## config.mk

```make
export PLATFORM = sky130hd
export DESIGN_NAME = adc_frontend_top
export DESIGN_NICKNAME = d
export VERILOG_FILES = /design/src/adc_fe_pkg.sv /design/src/adc_fe_regs.sv /design/src/adc_sample_path.sv /design/src/adc_level_trigger.sv /design/src/capture_ctrl.sv /design/src/adc_frontend_top.sv
export SDC_FILE = /design/constraint.sdc
export NUM_CORES = 1
export LEC_CHECK = 0
export BUFFER_PORTS_ARGS = -buffer_cell sky130_fd_sc_hd__buf_2
export CORE_MARGIN = 1
export CORE_UTILIZATION = 35
export CTS_BUF_LIST = sky130_fd_sc_hd__clkbuf_4
export CTS_CLUSTER_DIAMETER = 50
export CTS_CLUSTER_SIZE = 25
export DETAILED_ROUTE_END_ITERATION = 6
export PLACE_DENSITY_LB_ADDON = 0.25
export SLEW_MARGIN = 10
export SYNTH_ARGS = -nofsm -noshare
export SYNTH_HDL_FRONTEND = slang
export SYNTH_HIERARCHICAL = 1
export SYNTH_SLANG_ARGS = --single-unit
export TNS_END_PERCENT = 100
```

## constraint.sdc

```tcl
create_clock -name ADC_clk_sample -period 2.15 [get_ports ADC_clk_sample]
set_clock_uncertainty 0.1 [all_clocks]
set_input_delay 0.1075 -clock ADC_clk_sample [delete_from_list [all_inputs] [get_ports ADC_clk_sample]]
set_output_delay 0.1075 -clock ADC_clk_sample [all_outputs]
set_load 0.02 [all_outputs]
```

## src/adc_fe_pkg.sv

```systemverilog
`default_nettype none

package adc_fe_pkg;

   localparam int ADC_W = 12;  // adc sample width
   localparam int CNT_W = 16;  // offset and length counts
   localparam int REG_W = 8;   // register data width

   // register map, one byte per address
   localparam logic [7:0] ADDR_SETTINGS  = 8'h00;
   localparam logic [7:0] ADDR_STATUS    = 8'h01;
   localparam logic [7:0] ADDR_LEVEL_LO  = 8'h02;
   localparam logic [7:0] ADDR_LEVEL_HI  = 8'h03;
   localparam logic [7:0] ADDR_OFFSET_LO = 8'h04;
   localparam logic [7:0] ADDR_OFFSET_HI = 8'h05;
   localparam logic [7:0] ADDR_LENGTH_LO = 8'h06;
   localparam logic [7:0] ADDR_LENGTH_HI = 8'h07;

   // capture control states
   localparam int ST_W = 3;
   localparam logic [ST_W-1:0] ST_IDLE     = 3'd0;
   localparam logic [ST_W-1:0] ST_ARMED    = 3'd1;
   localparam logic [ST_W-1:0] ST_WAIT_INA = 3'd2;  // waiting for inactive pin
   localparam logic [ST_W-1:0] ST_OFFSET   = 3'd3;
   localparam logic [ST_W-1:0] ST_CAPTURE  = 3'd4;

   typedef logic [ADC_W-1:0] sample_t;

   // settings byte, msb first
   typedef struct packed {
      logic [2:0] spare;      // read as zero
      logic       trig_now;   // self-clearing
      logic       arm;
      logic       trig_wait;  // 1 = wait for inactive trigger first
      logic       trig_high;  // 1 = trigger on high level
      logic       use_adc;    // 1 = adc input, 0 = test counter
   } settings_bits_t;

   typedef union packed {
      logic [REG_W-1:0] raw;
      settings_bits_t   bits;
   } settings_u;

   typedef struct packed {
      logic             trig_high;
      logic             trig_wait;
      sample_t          level;
      logic [CNT_W-1:0] offset;
      logic [CNT_W-1:0] length;
   } trig_cfg_t;

   typedef struct packed {
      logic [3:0] zero;
      logic       adc_trig_seen;
      logic       trigger_pin;
      logic       capture_idle;
      logic       armed;
   } fe_status_t;

endpackage

`default_nettype wire

```

## src/adc_fe_regs.sv

```systemverilog
`default_nettype none

module adc_fe_regs (
   input  logic                          ADC_clk_sample,
   input  logic                          reset,
   input  logic [adc_fe_pkg::REG_W-1:0]  reg_address_i,
   input  logic [adc_fe_pkg::REG_W-1:0]  reg_data_i,
   input  logic                          reg_write_i,
   input  logic                          reg_read_i,
   input  adc_fe_pkg::fe_status_t        status_i,
   output logic [adc_fe_pkg::REG_W-1:0]  reg_data_o,
   output adc_fe_pkg::trig_cfg_t         cfg_o,
   output logic                          use_adc_o,
   output logic                          arm_o,
   output logic                          trig_now_o
);
   import adc_fe_pkg::*;

   settings_u        settings_q;
   settings_u        wr_set;      // incoming byte seen as settings fields
   logic [REG_W-1:0] level_lo;
   logic [REG_W-1:0] level_hi;
   logic [REG_W-1:0] offset_lo;
   logic [REG_W-1:0] offset_hi;
   logic [REG_W-1:0] length_lo;
   logic [REG_W-1:0] length_hi;
   logic             trig_now_q;
   logic             wr_settings;

   assign wr_set.raw  = reg_data_i;
   assign wr_settings = reg_write_i && (reg_address_i == ADDR_SETTINGS);

   always_ff @(posedge ADC_clk_sample) begin
      if (reset) begin
         settings_q.raw <= '0;
         level_lo       <= '0;
         level_hi       <= '0;
         offset_lo      <= '0;
         offset_hi      <= '0;
         length_lo      <= '0;
         length_hi      <= '0;
      end
      else if (reg_write_i) begin
         case (reg_address_i)
            ADDR_SETTINGS: begin
               // trig_now and spare bits are never stored
               settings_q.bits.spare     <= '0;
               settings_q.bits.trig_now  <= 1'b0;
               settings_q.bits.arm       <= wr_set.bits.arm;
               settings_q.bits.trig_wait <= wr_set.bits.trig_wait;
               settings_q.bits.trig_high <= wr_set.bits.trig_high;
               settings_q.bits.use_adc   <= wr_set.bits.use_adc;
            end
            ADDR_LEVEL_LO:  level_lo  <= reg_data_i;
            ADDR_LEVEL_HI:  level_hi  <= reg_data_i;
            ADDR_OFFSET_LO: offset_lo <= reg_data_i;
            ADDR_OFFSET_HI: offset_hi <= reg_data_i;
            ADDR_LENGTH_LO: length_lo <= reg_data_i;
            ADDR_LENGTH_HI: length_hi <= reg_data_i;
            default: ;  // status and unmapped ignore writes
         endcase
      end
   end

   // one-cycle force pulse
   always_ff @(posedge ADC_clk_sample) begin
      if (reset)
         trig_now_q <= 1'b0;
      else
         trig_now_q <= wr_settings && wr_set.bits.trig_now;
   end

   // read data holds until the next read
   always_ff @(posedge ADC_clk_sample) begin
      if (reset)
         reg_data_o <= '0;
      else if (reg_read_i) begin
         case (reg_address_i)
            ADDR_SETTINGS:  reg_data_o <= settings_q.raw;
            ADDR_STATUS:    reg_data_o <= status_i;
            ADDR_LEVEL_LO:  reg_data_o <= level_lo;
            ADDR_LEVEL_HI:  reg_data_o <= level_hi;
            ADDR_OFFSET_LO: reg_data_o <= offset_lo;
            ADDR_OFFSET_HI: reg_data_o <= offset_hi;
            ADDR_LENGTH_LO: reg_data_o <= length_lo;
            ADDR_LENGTH_HI: reg_data_o <= length_hi;
            default:        reg_data_o <= '0;
         endcase
      end
   end

   assign cfg_o.trig_high = settings_q.bits.trig_high;
   assign cfg_o.trig_wait = settings_q.bits.trig_wait;
   assign cfg_o.level     = {level_hi[ADC_W-REG_W-1:0], level_lo};  // upper nibble unused
   assign cfg_o.offset    = {offset_hi, offset_lo};
   assign cfg_o.length    = {length_hi, length_lo};

   assign use_adc_o  = settings_q.bits.use_adc;
   assign arm_o      = settings_q.bits.arm;
   assign trig_now_o = trig_now_q;

endmodule

`default_nettype wire

```

## src/adc_sample_path.sv

```systemverilog
`default_nettype none

module adc_sample_path (
   input  logic                ADC_clk_sample,
   input  logic                reset,
   input  adc_fe_pkg::sample_t adc_data_i,
   input  logic                use_adc_i,
   output adc_fe_pkg::sample_t sample_o
);
   import adc_fe_pkg::*;

   sample_t test_cnt;  // free-running test pattern

   always_ff @(posedge ADC_clk_sample) begin
      if (reset)
         test_cnt <= '0;
      else
         test_cnt <= test_cnt + 1'b1;
   end

   // one cycle of latency to the trigger logic
   always_ff @(posedge ADC_clk_sample) begin
      sample_o <= use_adc_i ? adc_data_i : test_cnt;
   end

endmodule

`default_nettype wire

```

## src/adc_level_trigger.sv

```systemverilog
`default_nettype none

module adc_level_trigger (
   input  logic                ADC_clk_sample,
   input  logic                reset,
   input  adc_fe_pkg::sample_t sample_i,
   input  adc_fe_pkg::sample_t level_i,
   input  logic                armed_ready_i,
   output logic                trigger_adc_o,
   output logic                seen_o
);
   import adc_fe_pkg::*;

   logic armed_ready_r;
   logic allowed;
   logic arm_rise;
   logic hit;

   assign arm_rise = armed_ready_i && !armed_ready_r;

   // level msb picks the compare direction
   assign hit = level_i[ADC_W-1] ? (sample_i > level_i) : (sample_i < level_i);

   always_ff @(posedge ADC_clk_sample) begin
      if (reset) begin
         armed_ready_r <= 1'b0;
         allowed       <= 1'b0;
         trigger_adc_o <= 1'b0;
         seen_o        <= 1'b0;
      end
      else begin
         armed_ready_r <= armed_ready_i;
         trigger_adc_o <= allowed && hit;

         // single shot per arm
         if (allowed && hit)
            allowed <= 1'b0;
         else if (arm_rise)
            allowed <= 1'b1;

         if (allowed && hit)
            seen_o <= 1'b1;  // sticky until next arm
         else if (arm_rise)
            seen_o <= 1'b0;
      end
   end

endmodule

`default_nettype wire

```

## src/capture_ctrl.sv

```systemverilog
`default_nettype none

module capture_ctrl (
   input  logic                  ADC_clk_sample,
   input  logic                  reset,
   input  adc_fe_pkg::trig_cfg_t cfg_i,
   input  logic                  arm_i,
   input  logic                  trig_now_i,
   input  logic                  dut_trigger_i,
   output logic                  armed_o,
   output logic                  armed_ready_o,
   output logic                  capture_active_o
);
   import adc_fe_pkg::*;

   logic [ST_W-1:0]  state;
   logic [CNT_W-1:0] cnt;      // shared by offset and length phases
   logic [CNT_W-1:0] len_m1;
   logic             arm_r;
   logic             arm_rise;
   logic             pin_active;
   logic             trig_event;

   assign arm_rise   = arm_i && !arm_r;
   assign pin_active = (dut_trigger_i == cfg_i.trig_high);  // polarity match
   assign trig_event = (state == ST_ARMED) && (pin_active || trig_now_i);

   // zero length still gives one cycle
   assign len_m1 = (cfg_i.length == '0) ? '0 : cfg_i.length - 1'b1;

   always_ff @(posedge ADC_clk_sample) begin
      if (reset) begin
         state <= ST_IDLE;
         cnt   <= '0;
         arm_r <= 1'b0;
      end
      else begin
         arm_r <= arm_i;
         case (state)
            ST_IDLE: begin
               if (arm_rise)
                  state <= cfg_i.trig_wait ? ST_WAIT_INA : ST_ARMED;
            end
            ST_WAIT_INA: begin
               if (!arm_i)
                  state <= ST_IDLE;   // disarmed
               else if (!pin_active)
                  state <= ST_ARMED;
            end
            ST_ARMED: begin
               if (trig_event) begin
                  if (cfg_i.offset == '0) begin
                     state <= ST_CAPTURE;
                     cnt   <= len_m1;
                  end
                  else begin
                     state <= ST_OFFSET;
                     cnt   <= cfg_i.offset;
                  end
               end
               else if (!arm_i)
                  state <= ST_IDLE;
            end
            ST_OFFSET: begin
               if (cnt <= 1) begin
                  state <= ST_CAPTURE;
                  cnt   <= len_m1;
               end
               else
                  cnt <= cnt - 1'b1;
            end
            ST_CAPTURE: begin
               if (cnt == '0)
                  state <= ST_IDLE;   // window done
               else
                  cnt <= cnt - 1'b1;
            end
            default: state <= ST_IDLE;
         endcase
      end
   end

   assign armed_o          = (state == ST_ARMED) || (state == ST_WAIT_INA);
   assign armed_ready_o    = (state == ST_ARMED);
   assign capture_active_o = (state == ST_CAPTURE);

endmodule

`default_nettype wire

```

## src/adc_frontend_top.sv

```systemverilog
`default_nettype none

module adc_frontend_top (
   input  logic                         ADC_clk_sample,
   input  logic                         reset,
   input  adc_fe_pkg::sample_t          adc_data_i,
   input  logic                         dut_trigger_i,
   input  logic [adc_fe_pkg::REG_W-1:0] reg_address_i,
   input  logic [adc_fe_pkg::REG_W-1:0] reg_data_i,
   input  logic                         reg_write_i,
   input  logic                         reg_read_i,
   output logic [adc_fe_pkg::REG_W-1:0] reg_data_o,
   output logic                         trigger_adc_o,
   output logic                         capture_active_o,
   output logic                         armed_o
);
   import adc_fe_pkg::*;

   trig_cfg_t  cfg;
   fe_status_t status;
   sample_t    sample;
   logic       use_adc;
   logic       arm_req;
   logic       trig_now;
   logic       armed_ready;
   logic       adc_trig_seen;

   assign status.zero          = '0;
   assign status.adc_trig_seen = adc_trig_seen;
   assign status.trigger_pin   = dut_trigger_i;
   assign status.capture_idle  = !capture_active_o;
   assign status.armed         = armed_o;

   adc_fe_regs u_regs (
      .ADC_clk_sample (ADC_clk_sample),
      .reset          (reset),
      .reg_address_i  (reg_address_i),
      .reg_data_i     (reg_data_i),
      .reg_write_i    (reg_write_i),
      .reg_read_i     (reg_read_i),
      .status_i       (status),
      .reg_data_o     (reg_data_o),
      .cfg_o          (cfg),
      .use_adc_o      (use_adc),
      .arm_o          (arm_req),
      .trig_now_o     (trig_now)
   );

   adc_sample_path u_sample (
      .ADC_clk_sample (ADC_clk_sample),
      .reset          (reset),
      .adc_data_i     (adc_data_i),
      .use_adc_i      (use_adc),
      .sample_o       (sample)
   );

   adc_level_trigger u_level_trig (
      .ADC_clk_sample (ADC_clk_sample),
      .reset          (reset),
      .sample_i       (sample),
      .level_i        (cfg.level),
      .armed_ready_i  (armed_ready),
      .trigger_adc_o  (trigger_adc_o),
      .seen_o         (adc_trig_seen)
   );

   capture_ctrl u_capture (
      .ADC_clk_sample   (ADC_clk_sample),
      .reset            (reset),
      .cfg_i            (cfg),
      .arm_i            (arm_req),
      .trig_now_i       (trig_now),
      .dut_trigger_i    (dut_trigger_i),
      .armed_o          (armed_o),
      .armed_ready_o    (armed_ready),
      .capture_active_o (capture_active_o)
   );

endmodule

`default_nettype wire

```

==> results of run 1 <==
[flip-flops by register name, indices dropped and copies added (netlist names)]
name and flops:
u_level_trig/trigger_adc_o 1, u_regs/trig_now_o 1, u_sample/test_cnt 12, u_regs/reg_data_o 8, u_regs/length_lo 8, u_regs/length_hi 8, u_capture/arm_r 1, u_capture/state 3
u_regs/offset_hi 8, u_level_trig/armed_ready_r 1, u_capture/cnt 16, u_level_trig/seen_o 1, u_regs/level_hi 8, u_level_trig/allowed 1, u_regs/offset_lo 8, u_regs/level_lo 8
u_regs/settings_q 4, u_sample/sample_o 12
[area by class of cell]
| class | count | area [um2] |
|---|---|---|
| Clock inverter | 7 | 88.8 |
| Fill cell | 1642 | 9540 |
| Tap cell | 225 | 282 |
| Timing Repair Buffer | 146 | 1080 |
| Clock buffer | 9 | 67.6 |
| Multi-Input combinational cell | 502 | 3870 |
| Inverter | 30 | 113 |
| Antenna cell | 1 | 2.50 |
| Sequential cell | 109 | 2190 |
[worst min path at each step]
stage | to | cells past startpoint
detailed placement | u_sample/sample_o[10] | 3
global placement | u_sample/sample_o[10] | 3
global route | u_sample/test_cnt[0] | 3
floorplan | u_level_trig/armed_ready_r | 1
finish | u_regs/settings_q[3] | 3
CTS | u_regs/offset_lo[4] | 4
[worst max-delay path: stages (launching register included)]
cell and delay, ps:
dfxtp_2 360, or3_4 410, nor4_4 290, buf_6 170, a31oi_2 90, buf_4 180
a221o_1 300, a21oi_2 120, a211oi_1 60
[power breakdown]
group,internal [mW],switching [mW],total [mW]
logic,0.154,0.194,0.348
registers,2.04,0.0112,2.05
clock network,0.289,0.825,1.11
total,2.48,1.03,3.51
[cell usage after synthesis, types with 13 or more instances]
cell type,number
nor3_1,15
nand2b_1,23
a21oi_1,34
mux2i_1,62
dfxtp_1,109
ha_1,17
nand2_1,39
o21ai_0,26
buf_2,13
nand3_1,14
nor2_1,70
inv_1,27
nor2b_1,13
[cells by family after synthesis]
kind of cell    Yosys count  synth area share
compound gates          122             0.133
xor+xnor                 20            0.0285
fa+ha+maj                17            0.0346
buf+inv                  67            0.0487
flops                   109             0.355
mux                      85             0.163
other cells               1          0.000610
simple gates            254             0.236
[metal layers]
layer / share of wire / track usage / up-vias
met2: 0.49 / 0.371 / 153
met4: 0.016 / 0.0630 / 0
li1: - / - / 2702
met3: 0.050 / 0.0387 / 24
met1: 0.44 / 0.282 / 2749
met5: 0 / 0 / -
[stage by stage]
| stage | std cells | hold slack [ps] | power, mW | TNS [ps] | cell area, um2 |
|---|---|---|---|---|---|
| floorplan | 678 | 79.1 | 2.26 | 0 | 6160 |
| global placement | 973 | 223 | 2.37 | -53.0 | 6950 |
| detailed placement | 973 | 218 | 2.38 | -14.9 | 6950 |
| CTS | 1021 | 6.95 | 3.53 | -11.8 | 7430 |
| global route | 1029 | 30.3 | 3.65 | -234 | 7700 |
| finish | 1029 | 52.1 | 3.51 | -32.1 | 7700 |
[layout by cell type (no fill, tap or decap), drive strengths merged, types with 4 or more instances in the layout]
master	n
buf	113
dfxtp	109
nor2	70
mux2i	62
nand2	41
a21oi	35
dlygate4sd3	33
inv	33
o21ai	31
nand2b	23
nor4	19
ha	17
nand3	15
nor3	15
nand4	15
nor2b	14
mux2	12
xor2	11
mux4	11
or3	11
clkbuf	9
xnor2	9
a221oi	9
a211oi	8
o31ai	6
nand3b	4
conb	4
clkinv	4
or2	4
a31oi	4
or4	4
[what timing repair did]
action	in CTS	in global routing
pin swaps	1	10
setup endpoints to repair	4	19
buffers inserted	0	6
gates resized for setup	3	49
hold buffers	32	1
hold endpoints to repair	76	1
gates cloned	0	0
==> run metrics, run 1 <==
status finished, violations left; violated checks design-rule violations, negative setup slack; RD Place Congestion ~0.95; Relative slew margins 0.497; clock buffer depth 2; Layout area overhead 25.3%; I/O Buffers 43; RSZ-0062 raised after global routing yes; post-synth top area cell dfxtp_1; Synth async-reset ratio 0; chip width 134 um; Initial DRC Count 453; Setup WS post-layout -30.1 ps; GR Overflow Total 0; starting density of the core 0.356; Worst Path Arrival 2490 ps; CTS tree built; Worst IR Drop VDD roughly 0.34 mV; via count 5628; Yosys top cell area share 0.355; layout cell share with drive strength beyond 1 0.276; predominant post-synthesis flop cell dfxtp_1; drt via density around 5.5; final setup fails 2; min-delay src reset; clock slew seen by the registers of the worst setup and hold paths 180 ps; synthesized area ~6100 um2; clock sinks 109; Nets 848; max-cap check violation count 0; Pwr Density about 460 nW/um2; Critical Path Sink Type flip-flop; leakage between 3 and 4 nW; antenna violations before repair 1; post-synth cell types 79; Final Routed Wirelength 19.2 mm; core area 17200 um2; Slew @ Worst Pin 753 ps; RR Endpoint u_capture/cnt[0]; Reg2Reg Depth 8; Final ANT Viol Nets 0; vias in the first global route 5545; startpoint types flip-flop; Seq cells post-synth 109; hpwl dp 14.2 mm; reg2reg setup slack -30 ps; Root Driver clkbuf_4; WP data required 2460 ps; kind of critical path flip-flop to flip-flop; CTS buffer count 9; Syn Area/Cell approximately 9 um2; final worst path period need approximately 2200 ps; worst-skew pair later-pin latency 530 ps; worst hold path type input port to flip-flop; Reg-to-Reg Start u_capture/cnt[4]; pre-CTS setup slack -14.9 ps; EDFF count, synth 0; CP startpoint u_capture/cnt[4]; largest net degree at the start of global routing 33; Setup crit end u_capture/cnt[0]; row count 48; cell count after synthesis between 600 and 700; Fin. Hold Viols 0; sequential share of the synthesized area 0.355; final slew viol count 0; drt drc 2; 1st-pass router iterations 7; DR WL/cell about 19 um; crit path max fanout 6; GRT Overall Usage 0.218; max frequency 459 MHz; global-route wire length before repair 30.3 mm; Die Span Y between 100 and 150 um; top cells by area, synth dfxtp_1, mux2i_1, nor2_1, mux4_2, ha_1; I/O pin total 44; post-layout util 0.447; Synth warnings 6; Die Area 18100 um2; H-Tree Depth 3; Final period util 1.01
Note: power is estimated with default switching activity, not from simulation.
==> run 2, diff against run 1 <==
--- a/config.mk
+++ b/config.mk
@@ -13,6 +13,8 @@
 export CTS_CLUSTER_SIZE = 25
 export DETAILED_ROUTE_END_ITERATION = 6
 export PLACE_DENSITY_LB_ADDON = 0.25
+export SKIP_CTS_REPAIR_TIMING = 1
+export SKIP_LAST_GASP = 1
 export SLEW_MARGIN = 10
 export SYNTH_ARGS = -nofsm -noshare
 export SYNTH_HDL_FRONTEND = slang
==> constraint.sdc (replaced) <==
create_clock -name ADC_clk_sample -period 2.5 [get_ports ADC_clk_sample]
set_clock_uncertainty 0.1 [all_clocks]
set_input_delay 0.125 -clock ADC_clk_sample [delete_from_list [all_inputs] [get_ports ADC_clk_sample]]
set_output_delay 0.125 -clock ADC_clk_sample [all_outputs]
set_load 0.02 [all_outputs]
==> run 2 against run 1 <==
Effect of this change: the flow now finishes without violations; critical path depth unchanged; setup slack improved by 160 ps; combinational power is 21% lower; non-clock buffer count fell by 51; core utilization fell by 3.6 points; first-iteration DRC count up 2.2%; final cell count decreased by 5.0%; fmax decreased by 7.9%; clock-buffer cell count is the same; flip-flop and latch count unchanged; critical endpoint is now u_capture/cnt[7].
==> run metrics, run 2 (synthesis gave the netlist of run 1 again) <==
GR Overflow Total 0 (unchanged); post-layout util 0.411 (-0.0358); max-cap check violation count 0 (unchanged); CP delay by family, top simple AND/OR/NAND/NOR gates; RSZ-0062 raised after global routing no; via count 5389 (-4.2%); Final period util 0.947 (-0.0671); Relative slew margins 0.541 (+0.0439); Critical Path Sink Type flip-flop; switch share 0.288 (-0.00573); Area after DPL 6640 um2 (-4.5%); Internal Pwr Total 2.11 mW (-15%); RD Place Congestion 0.922 (-2.8%); Worst path slowest cell or3b_1; worst-skew pair later-pin latency 520 ps (about the same); total power 2.96 mW (-16%); Die Area 18100 um2 (unchanged); Slew @ Worst Pin 688 ps (-65.7 ps); Fin. Hold Viols 0 (unchanged); CP Depth 8 (unchanged); row count 48 (unchanged); Setup WS post-layout 133 ps (+163 ps); GRT Overall Usage 0.201 (-0.0167); Cell Chain, Critical Path inv_1 > ha_1 > or3b_1 > nor2_1 > a32o_1 > buf_4 > a21oi_1 > o32ai_1; Die Span Y 134 um (unchanged); drt drc 0 (-2); Final Routed Wirelength 17.8 mm (-7.2%); slowest stage delay, CP 440 ps (+30 ps); Reg-to-Reg Start u_capture/cnt[0]; layout cell share with drive strength beyond 1 0.185 (-0.0916); Hold Path Sink u_regs/reg_data_o[4]; leakage 2.98 nW (-9.4%); Root Driver clkbuf_4; drt via density 5.51 (+0.75%); crit path max fanout 9 (+3); min-delay src reg_address_i[6]; clock slew seen by the registers of the worst setup and hold paths 190 ps (about the same); Reg2Reg Depth 8 (unchanged); Worst Path Arrival 2710 ps (+220 ps); final worst path period need 2370 ps (+187 ps); starting density of the core 0.356 (unchanged); H-Tree Depth 3 (unchanged); Final ANT Viol Nets 0 (unchanged); Final Non-Filler Cells 978 (-5.0%); Most flops, register u_capture/cnt; Nets 797 (-6.0%); Psw 0.853 mW (-17%); DR WL/cell 18.2 um (-2.4%); Worst IR Drop VDD 0.192 mV (-43%); CTS buffer count 9 (unchanged); hpwl dp 13.3 mm (-6.5%); kind of critical path flip-flop to flip-flop; WP data required 2840 ps (+380 ps); antenna violations before repair 1 (unchanged); highest-count cells in the layout ignoring fill and taps dfxtp_1, nor2_1, mux2i_1; I/O pin total 44 (unchanged); combinational power share 0.092 (-0.007); Initial DRC Count 463 (+2.2%); Fill cells 1735 (+5.7%); Final Cell Area 7080 um2 (-8.0%); final slew viol count 0 (unchanged); max frequency 422 MHz (-7.9%); global-route wire length before repair 28.0 mm (-7.7%); I/O Buffers 43 (unchanged); Layout area overhead 15.2%; sequential power share 0.595 (+0.011); reg2reg setup slack 130 ps (+160 ps); Reg area 2180 um2 (-0.34%); startpoint types flip-flop; CTS tree built; largest registers u_capture/cnt (16), u_sample/sample_o (12), u_sample/test_cnt (12); hold depth 5 (+2); most common cell after layout, fill and taps aside dfxtp_1; area of the multi-input gates 3680 um2 (-4.9%); status finished, final reports clean; Hold Slack 54.4 ps (+2.33 ps); vias in the first global route 5224 (-5.8%); max reg flops 16 (unchanged); CP bufs+invs 2 (unchanged); Inst Count DP 932 (-4.2%); pre-CTS setup slack 175 ps (+190 ps); Fin Setup TNS 0 ps (+32.1 ps); largest net degree at the start of global routing 38 (+15%); Clk pwr share 0.313 (-0.004); Pwr Density 419 nW/um2 (-8.2%); 1st-pass router iterations 6 (-1); chip width 134 um (unchanged); RR Endpoint u_capture/cnt[7]; core area 17200 um2 (unchanged); worst hold path type input port to flip-flop; clock buffer depth 2 (unchanged); clock sinks 109 (unchanged); final setup fails 0 (-2)
[run 2: power by group through the flow]
stage,combinational [mW],clock [mW],sequential (mW)
finish,0.274,0.926,1.76
global route,0.296,1.02,1.77
CTS,0.241,0.952,1.76
detailed placement,0.240,0,1.80
global placement,0.237,0,1.80
floorplan,0.151,0,1.79
[run 2: cell type report]
cell class / count / area share
inverters: 30 / 0.0159
flip-flops and latches: 109 / 0.308
clock inverters: 7 / 0.0104
repair buffers: 95 / 0.0958
diodes: 1 / 0.000353
multi-input cells: 502 / 0.520
clock buffers: 9 / 0.00954
well taps: 225 / 0.0398
[run 2: tightest hold or removal path: stages]
cell,delay [ps]
buf_2,100
nor4_4,30
buf_4,170
nand3_1,130
a221oi_1,90
[run 2: worst max-delay path by stage]
stage	from	to	slack (ps)
6_report	u_capture/cnt[0]	u_capture/cnt[7]	130
3_3_place_gp	u_capture/cnt[0]	u_capture/cnt[14]	190
4_1_cts	u_capture/cnt[0]	u_capture/cnt[14]	140
2_1_floorplan	u_capture/cnt[0]	u_capture/cnt[14]	350
3_5_place_dp	u_capture/cnt[0]	u_capture/cnt[14]	180
5_1_grt	u_capture/state[2]	u_capture/cnt[0]	8
[run 2: per-layer routing]
metal | GRT usage | vias to the layer above | routed length (um)
li1 | - | 2602 | -
met1 | 0.262 | 2586 | 8080
met2 | 0.327 | 170 | 8380
met3 | 0.0405 | 31 | 898
met4 | 0.0799 | 0 | 413
met5 | 0 | - | 0
==> run 3, diff against run 2 <==
--- a/config.mk
+++ b/config.mk
@@ -13,6 +13,7 @@
 export CTS_CLUSTER_SIZE = 25
 export DETAILED_ROUTE_END_ITERATION = 6
 export PLACE_DENSITY_LB_ADDON = 0.25
+export SETUP_SLACK_MARGIN = 0.2
 export SKIP_CTS_REPAIR_TIMING = 1
 export SKIP_LAST_GASP = 1
 export SLEW_MARGIN = 10
==> run 3 against run 2 <==
Effect of this change: sequential power hardly changed; first-iteration DRC count is 5.0% higher; via count is 1.1% higher; register-to-register slack better by 180 ps; largest cell class unchanged; highest routed layer unchanged.
==> run metrics, run 3 (synthesis gave the netlist of run 1 again) <==
WP data required 2820 ps (-20 ps); status finished, final reports clean; area of the multi-input gates 3720 um2 (+1.1%); DR WL/cell 18.1 um (-0.50%); H-Tree Depth 3 (unchanged); Reg area 2180 um2 (about the same); Die Span Y 134 um (unchanged); max frequency 457 MHz (+8.2%); routed wl met2 8.42 mm (+0.44%); starting density of the core 0.356 (unchanged); CP bufs+invs 1 (-1); GRT Overall Usage 0.201 (unchanged); Relative slew margins 0.540 (-0.000914); global-route wire length before repair 28.0 mm (unchanged); leakage 3.01 nW (+0.93%); worst-skew pair later-pin latency 520 ps (about the same); crit path max fanout 4 (-5); Worst IR Drop VDD 0.192 mV (about the same); largest net degree at the start of global routing 38 (unchanged); min-delay src reg_address_i[6]; post-layout util 0.415 (+0.00385); clock sinks 109 (unchanged); Fill cells 1729 (-0.35%); max reg flops 16 (unchanged); Final period util 0.875 (-0.0719); GR Overflow Total 0 (unchanged); Cell Chain, Critical Path inv_1 > ha_2 > or3b_4 > nor2_1 > a21oi_1 > a211oi_2 > mux2i_1 > nor2_1; CTS buffer count 9 (unchanged); Fin. Hold Viols 0 (unchanged); largest registers u_capture/cnt (16), u_sample/sample_o (12), u_sample/test_cnt (12); Final Routed Wirelength 17.7 mm (-0.20%); layout cell share with drive strength beyond 1 0.200 (+0.0152); final setup fails 0 (unchanged); CP startpoint u_capture/cnt[0]; metal3 WL 899 um (+0.11%); Most common cell on crit path nor2_1; Hold Slack 55.9 ps (+1.49 ps); Initial DRC Count 486 (+5.0%); core area 17200 um2 (unchanged); Root Driver clkbuf_4; drt via density 5.55 (+0.77%); RSZ-0062 raised after global routing yes; antenna violations before repair 1 (unchanged); Worst path slowest cell or3b_4; I/O pin total 44 (unchanged); Die Area 18100 um2 (unchanged); clock buffer depth 2 (unchanged); max-cap check violation count 0 (unchanged); startpoint types flip-flop; highest-count cells in the layout ignoring fill and taps dfxtp_1, nor2_1, mux2i_1; final worst path period need 2190 ps (-180 ps); Final ANT Viol Nets 0 (unchanged); Nets 800 (+0.38%); hpwl dp 13.3 mm (unchanged); Layout area overhead 16.3%; Pwr Density 415 nW/um2 (-0.94%); drt drc 0 (unchanged); kind of critical path flip-flop to flip-flop; via count 5447 (+1.1%); row count 48 (unchanged); chip width 134 um (unchanged); Worst Path Arrival 2510 ps (-200 ps); final slew viol count 0 (unchanged); I/O Buffers 43 (unchanged); clock slew seen by the registers of the worst setup and hold paths 190 ps (about the same); M1 WL 8.03 mm (-0.63%); vias in the first global route 5224 (unchanged); 1st-pass router iterations 5 (-1); Fin Setup TNS 0 ps (unchanged); slowest stage delay, CP 410 ps (-30 ps); most common cell after layout, fill and taps aside dfxtp_1; max layer used met4; CTS tree built; Critical Path Sink Type flip-flop; worst hold path type input port to flip-flop; Reg-to-Reg Start u_capture/cnt[0]; Slew @ Worst Pin 689 ps (+1.37 ps); Most flops, register u_capture/cnt; RD Place Congestion 0.922 (unchanged); CP delay by family, top simple AND/OR/NAND/NOR gates
-- run 3: cell count changes in the layout (fill, tap and decap cells not counted), sizes merged --
cell,previous run,this run
buf,66,69
-- run 3: cell type report --
type	count	area share
multi-input combinational	502	0.521
sequential	109	0.306
timing repair buffer	98	0.0986
tap	225	0.0394
inverter	30	0.0158
clock inverter	7	0.0103
clock buffer	9	0.00946
antenna	1	0.000350
-- run 3: worst min-delay path, stage by stage --
cell	delay, ps
buf_2	100
nor4_4	30
buf_4	170
nand3_1	130
a221oi_1	90
-- run 3: stage by stage --
step                std cells  setup WS (ps)  power [mW]  cell area [um2]
floorplan                 678            349        1.95             6150
global placement          932            195        2.04             6640
detailed placement        932            175        2.04             6640
CTS                       948            144        2.96             6780
global route              981            197        3.09             7150
finish                    981            313        2.96             7150
-- run 3: worst paths after layout --
kind / to / slack (ps) / cells past startpoint
hold / removal: u_regs/reg_data_o[4] / 60 / 5
hold reg to reg: u_regs/reg_data_o[2] / 380 / 2
setup / recovery: u_capture/state[1] / 310 / 8
setup reg to reg: u_capture/state[1] / 310 / 8
-- run 3: layer usage --
metal  GRT usage  vias up
met5           0        -
met4      0.0799        0
met3      0.0405       30
met2       0.327      168
met1       0.262     2647
li1            -     2602
-- run 3: where the power goes --
group	internal [mW]	total, mW	switching, mW
Clock	0.239	0.924	0.685
Combinational	0.120	0.276	0.156
Sequential	1.75	1.76	0.0111
